[config.mk]
export PLATFORM = sky130hd
export DESIGN_NAME = dm_csrs_top
export DESIGN_NICKNAME = d
export VERILOG_FILES = /design/src/design/dm_csrs_pkg.sv /design/src/design/dmi_req_decode.sv /design/src/design/dm_ctrl_regs.sv /design/src/design/dm_abstract_regs.sv /design/src/design/dmi_resp_queue.sv /design/src/design/dm_csrs_top.sv
export VERILOG_INCLUDE_DIRS = /design/src /design/src/include
export SDC_FILE = /design/constraint.sdc
export NUM_CORES = 1
export LEC_CHECK = 0
export ABC_AREA = 1
export CAP_MARGIN = 20
export CORE_AREA = 2 2 142 144
export CTS_CLUSTER_DIAMETER = 80
export DETAILED_ROUTE_END_ITERATION = 16
export DIE_AREA = 0 0 144 146
export DONT_BUFFER_PORTS = 1
export PLACE_DENSITY = 0.71
export SYNTH_ARGS = -nofsm -noshare
export SYNTH_HDL_FRONTEND = slang
export SYNTH_SLANG_ARGS = --single-unit
[constraint.sdc]
create_clock -name clk_i -period 4.6 [get_ports clk_i]
set_input_delay 1.38 -clock clk_i [delete_from_list [all_inputs] [get_ports clk_i]]
set_output_delay 1.38 -clock clk_i [all_outputs]
set_load 0.05 [all_outputs]
[src/include/dm_csrs_defines.svh]
// ----------------------------------------------------------
// Debug module register block constants
// ----------------------------------------------------------

`ifndef DM_CSRS_DEFINES_SVH
`define DM_CSRS_DEFINES_SVH

// harts behind this debug module
`define DM_NR_HARTS 4

// hartsello only, hartselhi is not implemented
`define DM_HARTSEL_W 10

// DMI widths
`define DM_DATA_W 32
`define DM_ADDR_W 7

// abstract data registers
`define DM_DATA_COUNT 2

// debug spec 0.13
`define DM_VERSION 4'd2

`endif

[src/design/dm_csrs_pkg.sv]
// ----------------------------------------------------------
// Debug module register types
// ----------------------------------------------------------

`include "dm_csrs_defines.svh"

package dm_csrs_pkg;

  // DMI operation field
  typedef enum logic [1:0] {
    DtmNop   = 2'd0,
    DtmRead  = 2'd1,
    DtmWrite = 2'd2
  } dtm_op_e;

  // register map as seen on the DMI
  typedef enum logic [`DM_ADDR_W-1:0] {
    Data0      = 7'h04,
    Data1      = 7'h05,
    DMControl  = 7'h10,
    DMStatus   = 7'h11,
    AbstractCS = 7'h16,
    Command    = 7'h17,
    HaltSum0   = 7'h40,
    CsrNone    = 7'h7F
  } dm_csr_e;

  // abstractcs.cmderr encoding
  typedef enum logic [2:0] {
    CmdErrNone         = 3'd0,
    CmdErrBusy         = 3'd1,
    CmdErrNotSupported = 3'd2,
    CmdErrException    = 3'd3,
    CmdErrHaltResume   = 3'd4,
    CmdErrBus          = 3'd5,
    CmdErrOther        = 3'd7
  } cmderr_e;

endpackage : dm_csrs_pkg

[src/design/dmi_req_decode.sv]
// ----------------------------------------------------------
// DMI request decode stage
// ----------------------------------------------------------

`timescale 1ns/100ps

`include "dm_csrs_defines.svh"

module dmi_req_decode import dm_csrs_pkg::*; (
  input  logic                  clk_i,
  input  logic                  rst_ni,
  input  logic                  dmi_req_valid_i,
  input  logic                  dmi_req_ready_i,
  input  logic [`DM_ADDR_W-1:0] dmi_req_addr_i,
  input  dtm_op_e               dmi_req_op_i,
  input  logic [`DM_DATA_W-1:0] dmi_req_data_i,
  output logic                  dec_valid_o,
  output logic                  dec_write_o,
  output dm_csr_e               dec_csr_o,
  output logic [`DM_DATA_W-1:0] dec_wdata_o
);

  logic    req_accept;
  dm_csr_e csr_raw;
  dm_csr_e csr_d;

  assign req_accept = dmi_req_valid_i & dmi_req_ready_i;
  assign csr_raw    = dm_csr_e'(dmi_req_addr_i);

  // unmapped addresses and nops collapse to a read of CsrNone
  always_comb begin
    case (csr_raw)
      Data0, Data1, DMControl, DMStatus,
      AbstractCS, Command, HaltSum0: csr_d = csr_raw;
      default:                       csr_d = CsrNone;
    endcase
    if (dmi_req_op_i == DtmNop) begin
      csr_d = CsrNone;
    end
  end

  always_ff @(posedge clk_i or negedge rst_ni) begin
    if (!rst_ni) begin
      dec_valid_o <= 1'b0;
      dec_write_o <= 1'b0;
      dec_csr_o   <= CsrNone;
    end else begin
      dec_valid_o <= req_accept;
      if (req_accept) begin
        dec_write_o <= (dmi_req_op_i == DtmWrite);
        dec_csr_o   <= csr_d;
      end
    end
  end

  always_ff @(posedge clk_i) begin
    if (req_accept) begin
      dec_wdata_o <= dmi_req_data_i;
    end
  end

  // op 3 is reserved by the DTM and must never reach the DM
  assert property (@(posedge clk_i) disable iff (!rst_ni)
    req_accept |-> (dmi_req_op_i != 2'd3));

endmodule : dmi_req_decode

[src/design/dm_ctrl_regs.sv]
// ----------------------------------------------------------
// dmcontrol, dmstatus and haltsum0
// ----------------------------------------------------------

`timescale 1ns/100ps

`include "dm_csrs_defines.svh"

module dm_ctrl_regs import dm_csrs_pkg::*; (
  input  logic                    clk_i,
  input  logic                    rst_ni,
  input  logic                    dec_valid_i,
  input  logic                    dec_write_i,
  input  dm_csr_e                 dec_csr_i,
  input  logic [`DM_DATA_W-1:0]   dec_wdata_i,
  input  logic [`DM_NR_HARTS-1:0] halted_i,
  input  logic [`DM_NR_HARTS-1:0] unavailable_i,
  input  logic [`DM_NR_HARTS-1:0] resumeack_i,
  output logic [`DM_DATA_W-1:0]   rdata_o,
  output logic                    dmactive_o,
  output logic                    ndmreset_o,
  output logic [`DM_NR_HARTS-1:0] haltreq_o,
  output logic [`DM_NR_HARTS-1:0] resumereq_o,
  output logic                    clear_resumeack_o
);

  localparam int unsigned HartIdxW = $clog2(`DM_NR_HARTS);

  logic                     dmactive_q;
  logic                     ndmreset_q;
  logic                     haltreq_q;
  logic                     resumereq_q;
  logic                     resumereq_d;
  logic [`DM_HARTSEL_W-1:0] hartsel_q;
  logic                     wr_dmcontrol;
  logic                     hart_exists;
  logic [HartIdxW-1:0]      sel_idx;
  logic                     sel_halted;
  logic                     sel_unavail;
  logic                     sel_resumeack;
  logic [`DM_DATA_W-1:0]    dmcontrol_rd;
  logic [`DM_DATA_W-1:0]    dmstatus_rd;
  logic [`DM_DATA_W-1:0]    haltsum0_rd;

  assign wr_dmcontrol  = dec_valid_i & dec_write_i & (dec_csr_i == DMControl);
  assign hart_exists   = (hartsel_q < `DM_HARTSEL_W'(`DM_NR_HARTS));
  assign sel_idx       = hartsel_q[HartIdxW-1:0];
  assign sel_halted    = halted_i[sel_idx];
  assign sel_unavail   = unavailable_i[sel_idx];
  assign sel_resumeack = hart_exists & resumeack_i[sel_idx];

  // resumereq drops once the selected hart acknowledges
  always_comb begin
    resumereq_d = wr_dmcontrol ? dec_wdata_i[30] : resumereq_q;
    if (resumereq_q && sel_resumeack) begin
      resumereq_d = 1'b0;
    end
  end

  // rising edge of resumereq lets the hart drop its old ack
  assign clear_resumeack_o = wr_dmcontrol & dmactive_q & ~resumereq_q & dec_wdata_i[30];

  always_ff @(posedge clk_i or negedge rst_ni) begin
    if (!rst_ni) begin
      dmactive_q  <= 1'b0;
      ndmreset_q  <= 1'b0;
      hartsel_q   <= '0;
      haltreq_q   <= 1'b0;
      resumereq_q <= 1'b0;
    end else if (!dmactive_q) begin
      // soft reset, only dmactive can be written
      ndmreset_q  <= 1'b0;
      hartsel_q   <= '0;
      haltreq_q   <= 1'b0;
      resumereq_q <= 1'b0;
      if (wr_dmcontrol) begin
        dmactive_q <= dec_wdata_i[0];
      end
    end else begin
      if (wr_dmcontrol) begin
        dmactive_q <= dec_wdata_i[0];
        ndmreset_q <= dec_wdata_i[1];
        hartsel_q  <= dec_wdata_i[25:16];
        haltreq_q  <= dec_wdata_i[31];
      end
      resumereq_q <= resumereq_d;
    end
  end

  // ----------------------------------------------------------
  // hart request routing
  // ----------------------------------------------------------
  always_comb begin
    haltreq_o   = '0;
    resumereq_o = '0;
    if (hart_exists) begin
      haltreq_o[sel_idx]   = haltreq_q;
      resumereq_o[sel_idx] = resumereq_q;
    end
  end

  assign dmactive_o = dmactive_q;
  assign ndmreset_o = ndmreset_q;

  // ----------------------------------------------------------
  // read words
  // ----------------------------------------------------------
  always_comb begin
    dmcontrol_rd        = '0;
    dmcontrol_rd[31]    = haltreq_q;
    dmcontrol_rd[30]    = resumereq_q;
    dmcontrol_rd[25:16] = hartsel_q;
    dmcontrol_rd[1]     = ndmreset_q;
    dmcontrol_rd[0]     = dmactive_q;
  end

  // hart fields read zero for a nonexistent hart
  always_comb begin
    dmstatus_rd        = '0;
    dmstatus_rd[3:0]   = `DM_VERSION;
    dmstatus_rd[7]     = 1'b1;
    dmstatus_rd[9:8]   = {2{hart_exists & sel_halted & ~sel_unavail}};
    dmstatus_rd[11:10] = {2{hart_exists & ~sel_halted & ~sel_unavail}};
    dmstatus_rd[13:12] = {2{hart_exists & sel_unavail}};
    dmstatus_rd[15:14] = {2{~hart_exists}};
    dmstatus_rd[17:16] = {2{sel_resumeack}};
  end

  assign haltsum0_rd = (hartsel_q[`DM_HARTSEL_W-1:5] == '0) ? `DM_DATA_W'(halted_i) : '0;

  always_comb begin
    case (dec_csr_i)
      DMControl: rdata_o = dmcontrol_rd;
      DMStatus:  rdata_o = dmstatus_rd;
      HaltSum0:  rdata_o = haltsum0_rd;
      default:   rdata_o = '0;
    endcase
  end

  // at most one hart is asked to halt at any time
  assert property (@(posedge clk_i) disable iff (!rst_ni) $onehot0(haltreq_o));

endmodule : dm_ctrl_regs

[src/design/dm_abstract_regs.sv]
// ----------------------------------------------------------
// Abstract command registers
// ----------------------------------------------------------

`timescale 1ns/100ps

`include "dm_csrs_defines.svh"

module dm_abstract_regs import dm_csrs_pkg::*; (
  input  logic                                     clk_i,
  input  logic                                     rst_ni,
  input  logic                                     dec_valid_i,
  input  logic                                     dec_write_i,
  input  dm_csr_e                                  dec_csr_i,
  input  logic [`DM_DATA_W-1:0]                    dec_wdata_i,
  input  logic                                     dmactive_i,
  input  logic                                     cmdbusy_i,
  input  logic                                     cmderror_valid_i,
  input  cmderr_e                                  cmderror_i,
  input  logic                                     data_valid_i,
  input  logic [`DM_DATA_COUNT-1:0][`DM_DATA_W-1:0] data_i,
  output logic [`DM_DATA_W-1:0]                    rdata_o,
  output logic                                     cmd_valid_o,
  output logic [`DM_DATA_W-1:0]                    cmd_o,
  output logic [`DM_DATA_COUNT-1:0][`DM_DATA_W-1:0] data_o
);

  localparam int unsigned DataIdxW = $clog2(`DM_DATA_COUNT);
  localparam logic [`DM_ADDR_W-1:0] DataLast = `DM_ADDR_W'(Data0 + `DM_DATA_COUNT - 1);

  cmderr_e                                   cmderr_q;
  cmderr_e                                   cmderr_d;
  logic [`DM_DATA_W-1:0]                     command_q;
  logic [`DM_DATA_W-1:0]                     command_d;
  logic                                      cmd_valid_q;
  logic                                      cmd_valid_d;
  logic [`DM_DATA_COUNT-1:0][`DM_DATA_W-1:0] data_q;
  logic [`DM_DATA_COUNT-1:0][`DM_DATA_W-1:0] data_d;
  logic                                      is_data;
  logic [DataIdxW-1:0]                       data_idx;
  logic                                      busy_access;
  logic [`DM_DATA_W-1:0]                     abstractcs_rd;

  assign is_data  = (dec_csr_i >= Data0) && (dec_csr_i <= DataLast);
  assign data_idx = DataIdxW'(dec_csr_i - Data0);

  // accesses that collide with a running command
  assign busy_access = is_data || (dec_csr_i == Command) ||
                       (dec_write_i && (dec_csr_i == AbstractCS));

  always_comb begin
    cmderr_d    = cmderr_q;
    command_d   = command_q;
    data_d      = data_q;
    cmd_valid_d = 1'b0;

    if (dec_valid_i) begin
      if (cmdbusy_i && busy_access) begin
        if (cmderr_q == CmdErrNone) begin
          cmderr_d = CmdErrBusy;
        end
      end else if (dec_write_i) begin
        if (is_data) begin
          data_d[data_idx] = dec_wdata_i;
        end else if (dec_csr_i == Command) begin
          command_d   = dec_wdata_i;
          cmd_valid_d = 1'b1;
        end else if (dec_csr_i == AbstractCS) begin
          // cmderr is write-1-to-clear
          cmderr_d = cmderr_e'(cmderr_q & ~dec_wdata_i[10:8]);
        end
      end
    end

    // hart side wins over the DMI
    if (cmderror_valid_i) begin
      cmderr_d = cmderror_i;
    end
    if (data_valid_i) begin
      data_d = data_i;
    end
  end

  always_ff @(posedge clk_i or negedge rst_ni) begin
    if (!rst_ni) begin
      cmderr_q    <= CmdErrNone;
      command_q   <= '0;
      cmd_valid_q <= 1'b0;
      data_q      <= '0;
    end else if (!dmactive_i) begin
      cmderr_q    <= CmdErrNone;
      command_q   <= '0;
      cmd_valid_q <= 1'b0;
      data_q      <= '0;
    end else begin
      cmderr_q    <= cmderr_d;
      command_q   <= command_d;
      cmd_valid_q <= cmd_valid_d;
      data_q      <= data_d;
    end
  end

  assign cmd_valid_o = cmd_valid_q;
  assign cmd_o       = command_q;
  assign data_o      = data_q;

  // ----------------------------------------------------------
  // read words
  // ----------------------------------------------------------
  always_comb begin
    abstractcs_rd       = '0;
    abstractcs_rd[3:0]  = 4'(`DM_DATA_COUNT);
    abstractcs_rd[10:8] = cmderr_q;
    abstractcs_rd[12]   = cmdbusy_i;
  end

  // command is write-only and reads zero
  always_comb begin
    if (is_data) begin
      rdata_o = data_q[data_idx];
    end else if (dec_csr_i == AbstractCS) begin
      rdata_o = abstractcs_rd;
    end else begin
      rdata_o = '0;
    end
  end

  // each command write is a single strobe
  assert property (@(posedge clk_i) disable iff (!rst_ni) cmd_valid_o |=> !cmd_valid_o);

endmodule : dm_abstract_regs

[src/design/dmi_resp_queue.sv]
// ----------------------------------------------------------
// DMI response queue
// ----------------------------------------------------------

`timescale 1ns/100ps

`include "dm_csrs_defines.svh"

module dmi_resp_queue import dm_csrs_pkg::*; (
  input  logic                  clk_i,
  input  logic                  rst_ni,
  input  logic                  push_i,
  input  logic [`DM_DATA_W-1:0] push_data_i,
  input  logic                  dec_valid_i,
  output logic                  dmi_req_ready_o,
  output logic                  dmi_resp_valid_o,
  output logic [`DM_DATA_W-1:0] dmi_resp_data_o,
  input  logic                  dmi_resp_ready_i
);

  logic [`DM_DATA_W-1:0] mem_q [2];
  logic [1:0]            count_q;
  logic                  wr_ptr_q;
  logic                  rd_ptr_q;
  logic                  pop;

  assign pop              = dmi_resp_valid_o & dmi_resp_ready_i;
  assign dmi_resp_valid_o = (count_q != 2'd0);
  assign dmi_resp_data_o  = mem_q[rd_ptr_q];

  // credit counts the entry still in decode
  assign dmi_req_ready_o = (({1'b0, count_q} + {2'b00, dec_valid_i}) < 3'd2);

  always_ff @(posedge clk_i or negedge rst_ni) begin
    if (!rst_ni) begin
      count_q  <= 2'd0;
      wr_ptr_q <= 1'b0;
      rd_ptr_q <= 1'b0;
    end else begin
      if (push_i) begin
        wr_ptr_q <= ~wr_ptr_q;
      end
      if (pop) begin
        rd_ptr_q <= ~rd_ptr_q;
      end
      count_q <= count_q + 2'(push_i) - 2'(pop);
    end
  end

  always_ff @(posedge clk_i) begin
    if (push_i) begin
      mem_q[wr_ptr_q] <= push_data_i;
    end
  end

  // request credit must keep a slot free for every decoded request
  assert property (@(posedge clk_i) disable iff (!rst_ni) push_i |-> (count_q < 2'd2));

endmodule : dmi_resp_queue

[src/design/dm_csrs_top.sv]
// ----------------------------------------------------------
// Debug module registers top
// ----------------------------------------------------------

`timescale 1ns/100ps

`include "dm_csrs_defines.svh"

module dm_csrs_top (
  input  logic                                     clk_i,
  input  logic                                     rst_ni,
  // DMI
  input  logic                                     dmi_req_valid_i,
  output logic                                     dmi_req_ready_o,
  input  logic [`DM_ADDR_W-1:0]                    dmi_req_addr_i,
  input  dm_csrs_pkg::dtm_op_e                     dmi_req_op_i,
  input  logic [`DM_DATA_W-1:0]                    dmi_req_data_i,
  output logic                                     dmi_resp_valid_o,
  input  logic                                     dmi_resp_ready_i,
  output logic [`DM_DATA_W-1:0]                    dmi_resp_data_o,
  // hart status and control
  output logic                                     ndmreset_o,
  output logic                                     dmactive_o,
  input  logic [`DM_NR_HARTS-1:0]                  halted_i,
  input  logic [`DM_NR_HARTS-1:0]                  unavailable_i,
  input  logic [`DM_NR_HARTS-1:0]                  resumeack_i,
  output logic [`DM_NR_HARTS-1:0]                  haltreq_o,
  output logic [`DM_NR_HARTS-1:0]                  resumereq_o,
  output logic                                     clear_resumeack_o,
  // abstract commands
  output logic                                     cmd_valid_o,
  output logic [`DM_DATA_W-1:0]                    cmd_o,
  input  logic                                     cmderror_valid_i,
  input  dm_csrs_pkg::cmderr_e                     cmderror_i,
  input  logic                                     cmdbusy_i,
  output logic [`DM_DATA_COUNT-1:0][`DM_DATA_W-1:0] data_o,
  input  logic [`DM_DATA_COUNT-1:0][`DM_DATA_W-1:0] data_i,
  input  logic                                     data_valid_i
);

  logic                  dec_valid;
  logic                  dec_write;
  dm_csrs_pkg::dm_csr_e  dec_csr;
  logic [`DM_DATA_W-1:0] dec_wdata;
  logic [`DM_DATA_W-1:0] ctrl_rdata;
  logic [`DM_DATA_W-1:0] abs_rdata;
  logic [`DM_DATA_W-1:0] push_data;

  // unowned addresses read zero in each stage
  assign push_data = ctrl_rdata | abs_rdata;

  dmi_req_decode dmi_req_decode_inst (
    .clk_i           (clk_i),
    .rst_ni          (rst_ni),
    .dmi_req_valid_i (dmi_req_valid_i),
    .dmi_req_ready_i (dmi_req_ready_o),
    .dmi_req_addr_i  (dmi_req_addr_i),
    .dmi_req_op_i    (dmi_req_op_i),
    .dmi_req_data_i  (dmi_req_data_i),
    .dec_valid_o     (dec_valid),
    .dec_write_o     (dec_write),
    .dec_csr_o       (dec_csr),
    .dec_wdata_o     (dec_wdata)
  );

  dm_ctrl_regs dm_ctrl_regs_inst (
    .clk_i             (clk_i),
    .rst_ni            (rst_ni),
    .dec_valid_i       (dec_valid),
    .dec_write_i       (dec_write),
    .dec_csr_i         (dec_csr),
    .dec_wdata_i       (dec_wdata),
    .halted_i          (halted_i),
    .unavailable_i     (unavailable_i),
    .resumeack_i       (resumeack_i),
    .rdata_o           (ctrl_rdata),
    .dmactive_o        (dmactive_o),
    .ndmreset_o        (ndmreset_o),
    .haltreq_o         (haltreq_o),
    .resumereq_o       (resumereq_o),
    .clear_resumeack_o (clear_resumeack_o)
  );

  dm_abstract_regs dm_abstract_regs_inst (
    .clk_i            (clk_i),
    .rst_ni           (rst_ni),
    .dec_valid_i      (dec_valid),
    .dec_write_i      (dec_write),
    .dec_csr_i        (dec_csr),
    .dec_wdata_i      (dec_wdata),
    .dmactive_i       (dmactive_o),
    .cmdbusy_i        (cmdbusy_i),
    .cmderror_valid_i (cmderror_valid_i),
    .cmderror_i       (cmderror_i),
    .data_valid_i     (data_valid_i),
    .data_i           (data_i),
    .rdata_o          (abs_rdata),
    .cmd_valid_o      (cmd_valid_o),
    .cmd_o            (cmd_o),
    .data_o           (data_o)
  );

  dmi_resp_queue dmi_resp_queue_inst (
    .clk_i            (clk_i),
    .rst_ni           (rst_ni),
    .push_i           (dec_valid),
    .push_data_i      (push_data),
    .dec_valid_i      (dec_valid),
    .dmi_req_ready_o  (dmi_req_ready_o),
    .dmi_resp_valid_o (dmi_resp_valid_o),
    .dmi_resp_data_o  (dmi_resp_data_o),
    .dmi_resp_ready_i (dmi_resp_ready_i)
  );

endmodule : dm_csrs_top

==> results.yml, run 1 <==
global_routing:
  remaining_global_route_overflow: 0
  grt_pass1_wl_um: 42790
  grt_util_all_layers_pct: 26.44
  antenna_found_initial: 0
  grt_pass1_vias: 7231
  grt_max_degree: 128
place:
  io_buffers: 0
  hpwl_um: 20420
  globalplace.congestion: 0.9652
  place.detailed.instances: 1332
setup_path:
  crit_path_cell_trace: "buf_4 -> inv_2 -> nand3_1 -> nor2_4 -> nand3_1 -> nor3_2 -> buf_4"
  critical-path-max-stage-delay_ns: 0.43
  critPathLaunchType: "register"
  critical_path.n_buffers_inverters: 3
  worst_path_max_fanout: 28
  required_ns: 3.22
  criticalPathCategory: "reg -> out"
  cp.arrival_ns: 2.31
  crit_family: "simple AND/OR/NAND/NOR gates"
  slack_of_the_worst_reg_to_reg_path_ns: 1.08
  setup.worst_path.end_class: "output port"
  crit_slowest_cell: "sky130_fd_sc_hd__dfstp_2"
sta:
  timing.final.hold_violations: 0
  final.min_clock_period_ns: 3.686
  final_worst_clock_skew_ns: 0.01429
  final_worst_path_cycle_share_pct: 80.13
  clock.fmax_mhz: 271.3
  grt_setup_unrepaired: "no"
  setup-tns-final_ns: 0
  report.final.slew_viol_count: 0
  setup_viol: 0
  slew_headroom_pct: 26.31
  tightest_slew_ns: 1.103
detailed_routing:
  totalWireLength_um: 28080
  detail_routed_via_count_per_cell: 5.713
  vias: 7849
  detailedRoute.firstIterationViolations: 740
  drt_pass1_iterations: 6
  drt_drc_violations_left: 0
  detail-route-antenna-nets: 0
  avgRoutedWirePerCell_um: 20.44
layout:
  post_route_cells_drive_above_1_share_pct: 7.755
  area_growth_syn_to_layout_pct: 8.923
  antenna-diode-count: 0
  layout_net_count: 1221
  final_cells: 1374
  num-fill-cells: 1647
power_and_ir_drop:
  clock_power_share_pct: 34.1
  power.combinational.fraction_pct: 20.6
  net_switching_power_mw: 1.753
  share_seq_of_total_power_pct: 45.3
  power.internal_mw: 3.506
  power.leakage_nw: 4.932
  power_mw: 5.259
  power_per_cell_area_mw_per_mm2: 474.3
  worst_ir_drop_vdd_mv: 0.3245
  power.switching_fraction_pct: 33.34
synthesis:
  synth-edff-count: 96
  synth.net_count: 1248
  ys.flop_type: "sky130_fd_sc_hd__dfrtp_1"
  avgSynthCellArea_um2: 9.097
  synthTopCellsByArea: "sky130_fd_sc_hd__dfrtp_1, sky130_fd_sc_hd__edfxtp_1, sky130_fd_sc_hd__nand2_1"
  most_common_cell_in_the_netlist: "sky130_fd_sc_hd__nand2_1"
  netlist_top_cells_count: "sky130_fd_sc_hd__nand2_1, sky130_fd_sc_hd__nand3_1, sky130_fd_sc_hd__dfrtp_1"
  synth_cell_type_count: 39
  netlist_instances: 1119
  yosys_warnings: 0
  synth-seq-cells: 223
  sequential_fraction_of_the_synthesis_area_pct: 59.62
  synthesis.area_mm2: 0.01018
  synth_async_sr_flop_share_pct: 56.95
  synth_top_cell_area_share_pct: 29.50
  yosys.area.top_type: "sky130_fd_sc_hd__dfrtp_1"
floorplanning:
  design.portCount: 269
  die_width_um: 144
  floorplan.core_area_mm2: 0.01933
  die-area_mm2: 0.02102
  floorplan.initialDensity_pct: 52.65
  floorplan.die.height_um: 146
  num_rows: 51
clock_network:
  cts-resized-gates: 0
  clock_sink_count: 223
  cts_hold_buf: 0
  clk_pin_slew_ns: 0.06
  clock-root-buffer: "sky130_fd_sc_hd__clkbuf_16"
  tritoncts: "done"
  clock_path_buffers: 3
  clk_lat_worst_skew_ns: 0.51
  postCtsSetupBuffers: 0
  cts_h_tree_depth: 1
  total_clock_buffers_created_by_cts: 23
outcome:
  outcome: "finished clean"
worst_hold_path:
  worst_hold_path_type: "reg -> reg"
flow_run:
  drv.max_cap_violation_count: 0
-- state kept, by name, indices dropped and copies added, names as in the netlist, 2 cells and up, named ones only --
signal	flops
dmi_req_decode_inst.dec_wdata_o	32
dm_ctrl_regs_inst.hartsel_q	10
dm_abstract_regs_inst.cmderr_q	3
dmi_resp_queue_inst.count_q	2
dm_abstract_regs_inst.cmd_o	32
dm_abstract_regs_inst.data_o	64
dmi_resp_queue_inst.mem_q	64
dmi_req_decode_inst.dec_csr_o	7
-- cell families after synthesis --
| kind of cell | synth area share (%) |
|---|---|
| AO/OA/AOI/OAI | 10.02 |
| XOR/XNOR | 0.3442 |
| adder cells (fa/ha/maj) | 0.2458 |
| AND/OR/NAND/NOR | 23.54 |
| buffers and inverters | 6.232 |
| flip-flops | 59.62 |
-- worst reg2reg max path, delay by kind of cell (launching register included) --
family / cells / cell delay (ns)
flip-flops: 1 / 0.43
AND/OR/NAND/NOR: 6 / 1.64
AO/OA/AOI/OAI: 2 / 0.52
buffers and inverters: 2 / 0.81
-- layout make-up --
cell class | instances | area, um^2 | share of cell area [%]
Timing Repair Buffer | 21 | 157.7 | 1.422
Inverter | 82 | 307.8 | 2.776
Clock buffer | 29 | 608.1 | 5.484
Tap cell | 265 | 331.6 | 2.990
Clock inverter | 13 | 121.4 | 1.095
Multi-Input combinational cell | 741 | 3488 | 31.46
Sequential cell | 223 | 6073 | 54.77
-- path summary, 6_finish.rpt --
kind / depth (start not counted) / to / start
worst max-delay path: 7 / clear_resumeack_o / dmi_req_decode_inst.dec_csr_o[0]$_DFFE_PN1P_
worst min-delay path: 1 / dmi_resp_queue_inst.wr_ptr_q$_DFFE_PN0P_ / dmi_resp_queue_inst.wr_ptr_q$_DFFE_PN0P_
worst max register to register: 10 / dm_abstract_regs_inst.data_o[7]$_DFFE_PN0P_ / dmi_req_decode_inst.dec_csr_o[0]$_DFFE_PN1P_
worst min register to register: 1 / dmi_resp_queue_inst.wr_ptr_q$_DFFE_PN0P_ / dmi_resp_queue_inst.wr_ptr_q$_DFFE_PN0P_
max in group asynchronous: 0 / dmi_req_decode_inst.dec_csr_o[3]$_DFFE_PN1P_ / rst_ni
min in group asynchronous: 0 / dm_abstract_regs_inst.cmd_o[4]$_DFFE_PN0P_ / rst_ni
-- cells in the final DEF, fill, tap and decap left out, types with 3 or more instances in the layout --
cell and n:
sky130_fd_sc_hd__nor2_1 72, sky130_fd_sc_hd__dfstp_2 7, sky130_fd_sc_hd__nand2_1 287, sky130_fd_sc_hd__nand2_2 5, sky130_fd_sc_hd__clkinv_1 5, sky130_fd_sc_hd__dfrtp_1 119, sky130_fd_sc_hd__nand4_1 5, sky130_fd_sc_hd__or2_2 7
sky130_fd_sc_hd__o21ai_0 98, sky130_fd_sc_hd__o22ai_1 14, sky130_fd_sc_hd__inv_1 75, sky130_fd_sc_hd__buf_4 21, sky130_fd_sc_hd__o2111ai_1 3, sky130_fd_sc_hd__o21ai_1 10, sky130_fd_sc_hd__nand3b_1 3, sky130_fd_sc_hd__clkbuf_1 5
sky130_fd_sc_hd__o31ai_1 6, sky130_fd_sc_hd__o211ai_1 5, sky130_fd_sc_hd__clkbuf_16 23, sky130_fd_sc_hd__o221ai_1 3, sky130_fd_sc_hd__clkinv_2 5, sky130_fd_sc_hd__o32ai_1 11, sky130_fd_sc_hd__a21oi_1 15, sky130_fd_sc_hd__a22oi_1 5
sky130_fd_sc_hd__inv_2 5, sky130_fd_sc_hd__edfxtp_1 96, sky130_fd_sc_hd__nand3_1 173
-- layer usage --
layer	vias up	wire (um)	global-route usage [%]
met5	-	0	0
met1	3694	12370	39.34
li1	3727	-	-
met2	369	11760	36.93
met3	59	2996	8.226
met4	0	957	8.922
-- per-stage QoR --
step | util, % | hold slack (ns) | area [um^2] | worst slack, ns
floorplan | - | 0.4610 | 10180 | 0.6511
global placement | 53.58 | 0.4928 | 10360 | 1.207
detailed placement | 53.58 | 0.4979 | 10360 | 1.134
CTS | 57.35 | 0.5068 | 11090 | 0.9297
global route | 57.35 | 0.5379 | 11090 | 0.7692
finish | 57.35 | 0.5075 | 11090 | 0.9138
-- power by group through the flow --
| stage | Combinational, mW | Sequential [mW] | Clock (mW) |
|---|---|---|---|
| after global placement | 1.08 | 2.42 | 0 |
| after CTS | 1.09 | 2.38 | 1.82 |
| final | 1.08 | 2.38 | 1.79 |
| after detailed placement | 1.09 | 2.42 | 0 |
| after floorplan | 0.919 | 2.40 | 0 |
| after global routing | 1.17 | 2.40 | 1.90 |
(Power assumes the default switching activity.)
==> inputs of run 2 (changes only) <==
Clock period 4.6 ns to 3.68 ns, I/O delays scaled along.
==> run 2 against run 1 <==
Flip-flop and latch count stayed put. First-iteration DRC count increased by 7.6%. Register-to-register slack lost 0.15 ns. Wire length is 1.4% higher. Core utilization grew 1.4 points. Critical path depth fell by 2. Count of clock-buffer cells in the layout grew 1. Power is 30% higher. Combinational power up 46%. Global-route usage is 0.82 points higher. Highest routed layer unchanged.
==> results.yml, run 2 (same netlist as run 1, synthesis figures left out) <==
clock_network:
  cts-resized-gates: 0
  clock_path_buffers: 3
  tritoncts: "done"
  clk_pin_slew_ns: 0.06
  clock_sink_count: 223
  clk_lat_worst_skew_ns: 0.52
  postCtsSetupBuffers: 0
  cts_h_tree_depth: 1
  clock-root-buffer: "sky130_fd_sc_hd__clkbuf_16"
  cts_hold_buf: 0
  total_clock_buffers_created_by_cts: 23
layout:
  layout_net_count: 1257
  most_frequent_standard_cell_in_the_layout_excluding_fill_and_tap_cells: "sky130_fd_sc_hd__nand2_1"
  layout_common_cells: "sky130_fd_sc_hd__nand2_1, sky130_fd_sc_hd__nand3_1, sky130_fd_sc_hd__dfrtp_1, sky130_fd_sc_hd__o21ai_0, sky130_fd_sc_hd__edfxtp_1"
  area_growth_syn_to_layout_pct: 11.57
  post_route_cells_drive_above_1_share_pct: 10.57
  antenna-diode-count: 0
global_routing:
  grt_util_all_layers_pct: 27.26
  antenna_found_initial: 0
  grt_pass1_wl_um: 43940
  remaining_global_route_overflow: 0
  grt_pass1_vias: 7544
  grt_max_degree: 128
setup_path:
  critPathLaunchType: "register"
  required_ns: 2.58
  cp.arrival_ns: 2.13
  worst_path_max_fanout: 7
  setup.worst_path.end_class: "output port"
  criticalPathCategory: "reg -> out"
sta:
  slew_headroom_pct: 43.19
  setup_viol: 0
  final.min_clock_period_ns: 3.237
  timing.final.hold_violations: 0
  clock.fmax_mhz: 309.0
  grt_setup_unrepaired: "no"
  setup_ws_ns: 0.4435
  setup-tns-final_ns: 0
  final_worst_path_cycle_share_pct: 87.95
  tightest_slew_ns: 0.8522
  report.final.slew_viol_count: 0
  final_worst_clock_skew_ns: 0.01146
floorplanning:
  die_width_um: 144
  floorplan.die.height_um: 146
  design.portCount: 269
  die-area_mm2: 0.02102
  floorplan.core_area_mm2: 0.01933
  floorplan.initialDensity_pct: 52.65
  num_rows: 51
detailed_routing:
  detailedRoute.firstIterationViolations: 796
  drt_pass1_iterations: 5
  vias: 8018
  totalWireLength_um: 28480
  detail_routed_via_count_per_cell: 5.687
  avgRoutedWirePerCell_um: 20.20
  drt_drc_violations_left: 0
  detail-route-antenna-nets: 0
place:
  place_ws_ns: 0.9919
  io_buffers: 0
  globalplace.congestion: 0.9638
  hpwl_um: 20950
power_and_ir_drop:
  worst_ir_drop_vdd_mv: 0.3263
  power.leakage_nw: 5.110
  power_per_cell_area_mw_per_mm2: 601.3
flow_run:
  drv.max_cap_violation_count: 0
outcome:
  outcome: "finished clean"
worst_hold_path:
  worst_hold_path_type: "in -> async"
## run 2: final cells by class
class	count	area, um^2
Clock buffer	30	611.8
Timing Repair Buffer	57	427.9
Fill cell	1654	7978
Clock inverter	12	116.4
Tap cell	265	331.6
Inverter	82	307.8
Sequential cell	223	6073
Multi-Input combinational cell	741	3488
## run 2: where the power goes
| group | switching, mW | internal (mW) | leakage [nW] | total, mW |
|---|---|---|---|---|
| combinational | 1.20 | 0.382 | 2.09 | 1.58 |
| sequential | 0.101 | 2.88 | 2.66 | 2.99 |
| clock | 0.944 | 1.32 | 0.356 | 2.26 |
| total | 2.25 | 4.58 | 5.11 | 6.83 |
## run 2: metrics by stage
step | area, um^2 | power (mW) | instances | util, % | hold slack [ns]
finish | 11360 | 6.829 | 1410 | 58.74 | 0.2802
global route | 11360 | 7.107 | 1410 | 58.74 | 0.2634
global placement | 10630 | 4.612 | 1368 | 54.97 | 0.4921
detailed placement | 10630 | 4.628 | 1368 | 54.97 | 0.4949
CTS | 11360 | 6.864 | 1410 | 58.74 | 0.2730
floorplan | 10180 | 4.143 | 1119 | - | 0.4610
## run 2: worst paths after layout
path | endpoint | slack [ns] | cells after the start | startpoint
worst min register to register | dm_abstract_regs_inst.cmderr_q[2]$_DFFE_PN0P_ | 0.50 | 2 | dm_abstract_regs_inst.cmderr_q[2]$_DFFE_PN0P_
min in group clk_i | dm_abstract_regs_inst.cmderr_q[2]$_DFFE_PN0P_ | 0.50 | 2 | dm_abstract_regs_inst.cmderr_q[2]$_DFFE_PN0P_
max in group asynchronous | dmi_req_decode_inst.dec_csr_o[0]$_DFFE_PN1P_ | 3.17 | 0 | rst_ni
worst max-delay path | clear_resumeack_o | 0.44 | 5 | dmi_req_decode_inst.dec_csr_o[4]$_DFFE_PN1P_
worst min-delay path | dm_abstract_regs_inst.cmd_o[30]$_DFFE_PN0P_ | 0.28 | 0 | rst_ni
worst max register to register | dm_abstract_regs_inst.data_o[27]$_DFFE_PN0P_ | 0.93 | 11 | dmi_req_decode_inst.dec_csr_o[0]$_DFFE_PN1P_
## run 2: worst max-delay path, stage by stage, from the launching register on
cell	delay, ns
sky130_fd_sc_hd__dfstp_2	0.56
sky130_fd_sc_hd__nand3_1	0.18
sky130_fd_sc_hd__nor2_4	0.23
sky130_fd_sc_hd__nand3_1	0.20
sky130_fd_sc_hd__nor3_2	0.22
sky130_fd_sc_hd__buf_4	0.24
## run 2: metal layers
layer | up-vias | track usage [%] | wire, um
met1 | 3736 | 40.01 | 11900
met3 | 66 | 8.259 | 3411
met5 | - | 0 | 0
met2 | 414 | 38.48 | 12070
met4 | 0 | 9.951 | 1099
li1 | 3802 | - | -
==> inputs of run 3 (changes only) <==
Settings changed: GPL_ROUTABILITY_DRIVEN set to 0, PLACE_DENSITY 0.71 to 0.69.
==> run 3 against run 2 <==
Power is 1.1% lower. Worst hold slack better by 0.020 ns. Clock power is 3% lower. Sequential share of layout area is 0.094 points higher. Flip-flop and latch count stayed put. Via count is 0.11% higher. Count of clock-buffer cells in the layout stayed put.
==> results.yml, run 3 (same netlist as run 1, synthesis figures left out) <==
setup_path:
  cp.arrival_ns: 2.25
  crit_slowest_cell: "sky130_fd_sc_hd__dfstp_2"
  critPathLaunchType: "register"
  slack_of_the_worst_reg_to_reg_path_ns: 0.91
  required_ns: 2.58
  setup.worst_path.end_class: "output port"
  criticalPathCategory: "reg -> out"
  worst_path_max_fanout: 26
  critical-path-max-stage-delay_ns: 0.69
  crit_path_cell_trace: "buf_4 -> inv_2 -> nand3_1 -> nor2_4 -> nand3_1 -> nor3_2 -> buf_4"
layout:
  layout_common_cells: "sky130_fd_sc_hd__nand2_1, sky130_fd_sc_hd__nand3_1, sky130_fd_sc_hd__dfrtp_1, sky130_fd_sc_hd__o21ai_0, sky130_fd_sc_hd__edfxtp_1"
  layout_net_count: 1257
  area.sequential_mm2: 0.006073
  final_area_mm2: 0.01134
  multi_input_area_mm2: 0.003488
  area_growth_syn_to_layout_pct: 11.37
  post_route_cells_drive_above_1_share_pct: 10.40
  most_frequent_standard_cell_in_the_layout_excluding_fill_and_tap_cells: "sky130_fd_sc_hd__nand2_1"
  num-fill-cells: 1706
clock_network:
  cts-resized-gates: 0
  cts_h_tree_depth: 1
  total_clock_buffers_created_by_cts: 22
  clock_path_buffers: 3
  cts_hold_buf: 0
  clk_pin_slew_ns: 0.06
  clock-root-buffer: "sky130_fd_sc_hd__clkbuf_16"
  clk_lat_worst_skew_ns: 0.50
  postCtsSetupBuffers: 0
  clock_sink_count: 223
  tritoncts: "done"
sta:
  grt_setup_unrepaired: "no"
  report.final.slew_viol_count: 0
  clock.fmax_mhz: 297.8
  setup-tns-final_ns: 0
  setup_viol: 0
  final.min_clock_period_ns: 3.359
  timing.final.hold_violations: 0
  final_worst_clock_skew_ns: 0.01476
  final_worst_path_cycle_share_pct: 91.26
  slew_headroom_pct: 29.70
  smallest_hold_slack_ns: 0.3004
  tightest_slew_ns: 1.054
detailed_routing:
  wl_met3_um: 3174
  avgRoutedWirePerCell_um: 20.28
  detailedRoute.firstIterationViolations: 846
  highest-signal-layer: "met4"
  detail-route-antenna-nets: 0
  totalWireLength_um: 28600
  drt_drc_violations_left: 0
  routedLengthMet1_um: 12490
  drt_pass1_iterations: 6
  vias: 8027
  detail_routed_via_count_per_cell: 5.693
  detailroute.wirelength.met2_um: 12070
global_routing:
  remaining_global_route_overflow: 0
  grt_util_all_layers_pct: 27.12
  grt_max_degree: 128
  antenna_found_initial: 0
  grt_pass1_vias: 7509
  grt_pass1_wl_um: 44260
place:
  hpwl_um: 20890
  io_buffers: 0
  post_place_instance_area_mm2: 0.01064
power_and_ir_drop:
  clock_power_share_pct: 32.5
  share_seq_of_total_power_pct: 44.1
  power.switching_fraction_pct: 32.61
  worst_ir_drop_vdd_mv: 0.5558
  power.combinational.fraction_pct: 23.4
  power.internal_mw: 4.550
  power_per_cell_area_mw_per_mm2: 595.5
  power.leakage_nw: 5.100
  net_switching_power_mw: 2.202
floorplanning:
  design.portCount: 269
  num_rows: 51
  floorplan.initialDensity_pct: 52.65
  floorplan.core_area_mm2: 0.01933
  die-area_mm2: 0.02102
  die_width_um: 144
  floorplan.die.height_um: 146
flow_run:
  drv.max_cap_violation_count: 0
outcome:
  outcome: "finished clean"
worst_hold_path:
  worst_hold_path_type: "in -> async"
[run 3: layout make-up]
| class | count | share of cell area (%) |
|---|---|---|
| antenna | 1 | 0.02207 |
| clock buffer | 30 | 5.308 |
| clock inverter | 10 | 0.8498 |
| inverter | 82 | 2.715 |
| multi-input combinational | 741 | 30.77 |
| sequential | 223 | 53.57 |
| tap | 265 | 2.925 |
| timing repair buffer | 58 | 3.841 |
[run 3: worst paths after layout]
kind,from,depth (start not counted),endpoint
min in group clk_i,dm_abstract_regs_inst.cmderr_q[2]$_DFFE_PN0P_,2,dm_abstract_regs_inst.cmderr_q[2]$_DFFE_PN0P_
min reg2reg,dm_abstract_regs_inst.cmderr_q[2]$_DFFE_PN0P_,2,dm_abstract_regs_inst.cmderr_q[2]$_DFFE_PN0P_
max,dmi_req_decode_inst.dec_csr_o[0]$_DFFE_PN1P_,7,clear_resumeack_o
max in group asynchronous,rst_ni,0,dmi_req_decode_inst.dec_csr_o[5]$_DFFE_PN1P_
min,rst_ni,0,dm_abstract_regs_inst.cmd_o[7]$_DFFE_PN0P_
max reg2reg,dmi_req_decode_inst.dec_csr_o[0]$_DFFE_PN1P_,8,dm_abstract_regs_inst.data_o[27]$_DFFE_PN0P_
[run 3: worst max-delay path: cells and delay by family (launching register included)]
family	cells	cell delay (ns)
buffers and inverters	3	0.61
and+or+nand+nor	4	0.44
DFF	1	0.69
[run 3: layer usage]
metal | global-route usage [%] | up-vias
met5 | 0 | -
met4 | 7.598 | 0
met3 | 7.799 | 53
met2 | 37.14 | 383
met1 | 42.13 | 3782
li1 | - | 3809
[run 3: metrics by stage]
step / total power [mW] / util [%] / instances / worst slack, ns
2_1_floorplan: 4.143 / - / 1119 / 0.007121
3_3_place_gp: 4.594 / 55.01 / 1369 / 0.8786
3_5_place_dp: 4.618 / 55.01 / 1369 / 0.8661
4_1_cts: 6.796 / 58.62 / 1409 / 0.3492
5_1_grt: 7.032 / 58.62 / 1409 / 0.2408
6_report: 6.752 / 58.64 / 1410 / 0.3215
[run 3: power groups by stage]
stage          clock network, mW  logic, mW  registers (mW)
2_1_floorplan                  0       1.15            2.99
3_3_place_gp                   0       1.57            3.02
3_5_place_dp                   0       1.59            3.03
4_1_cts                     2.22       1.59            2.98
5_1_grt                     2.33       1.70            3.00
6_report                    2.19       1.58            2.98
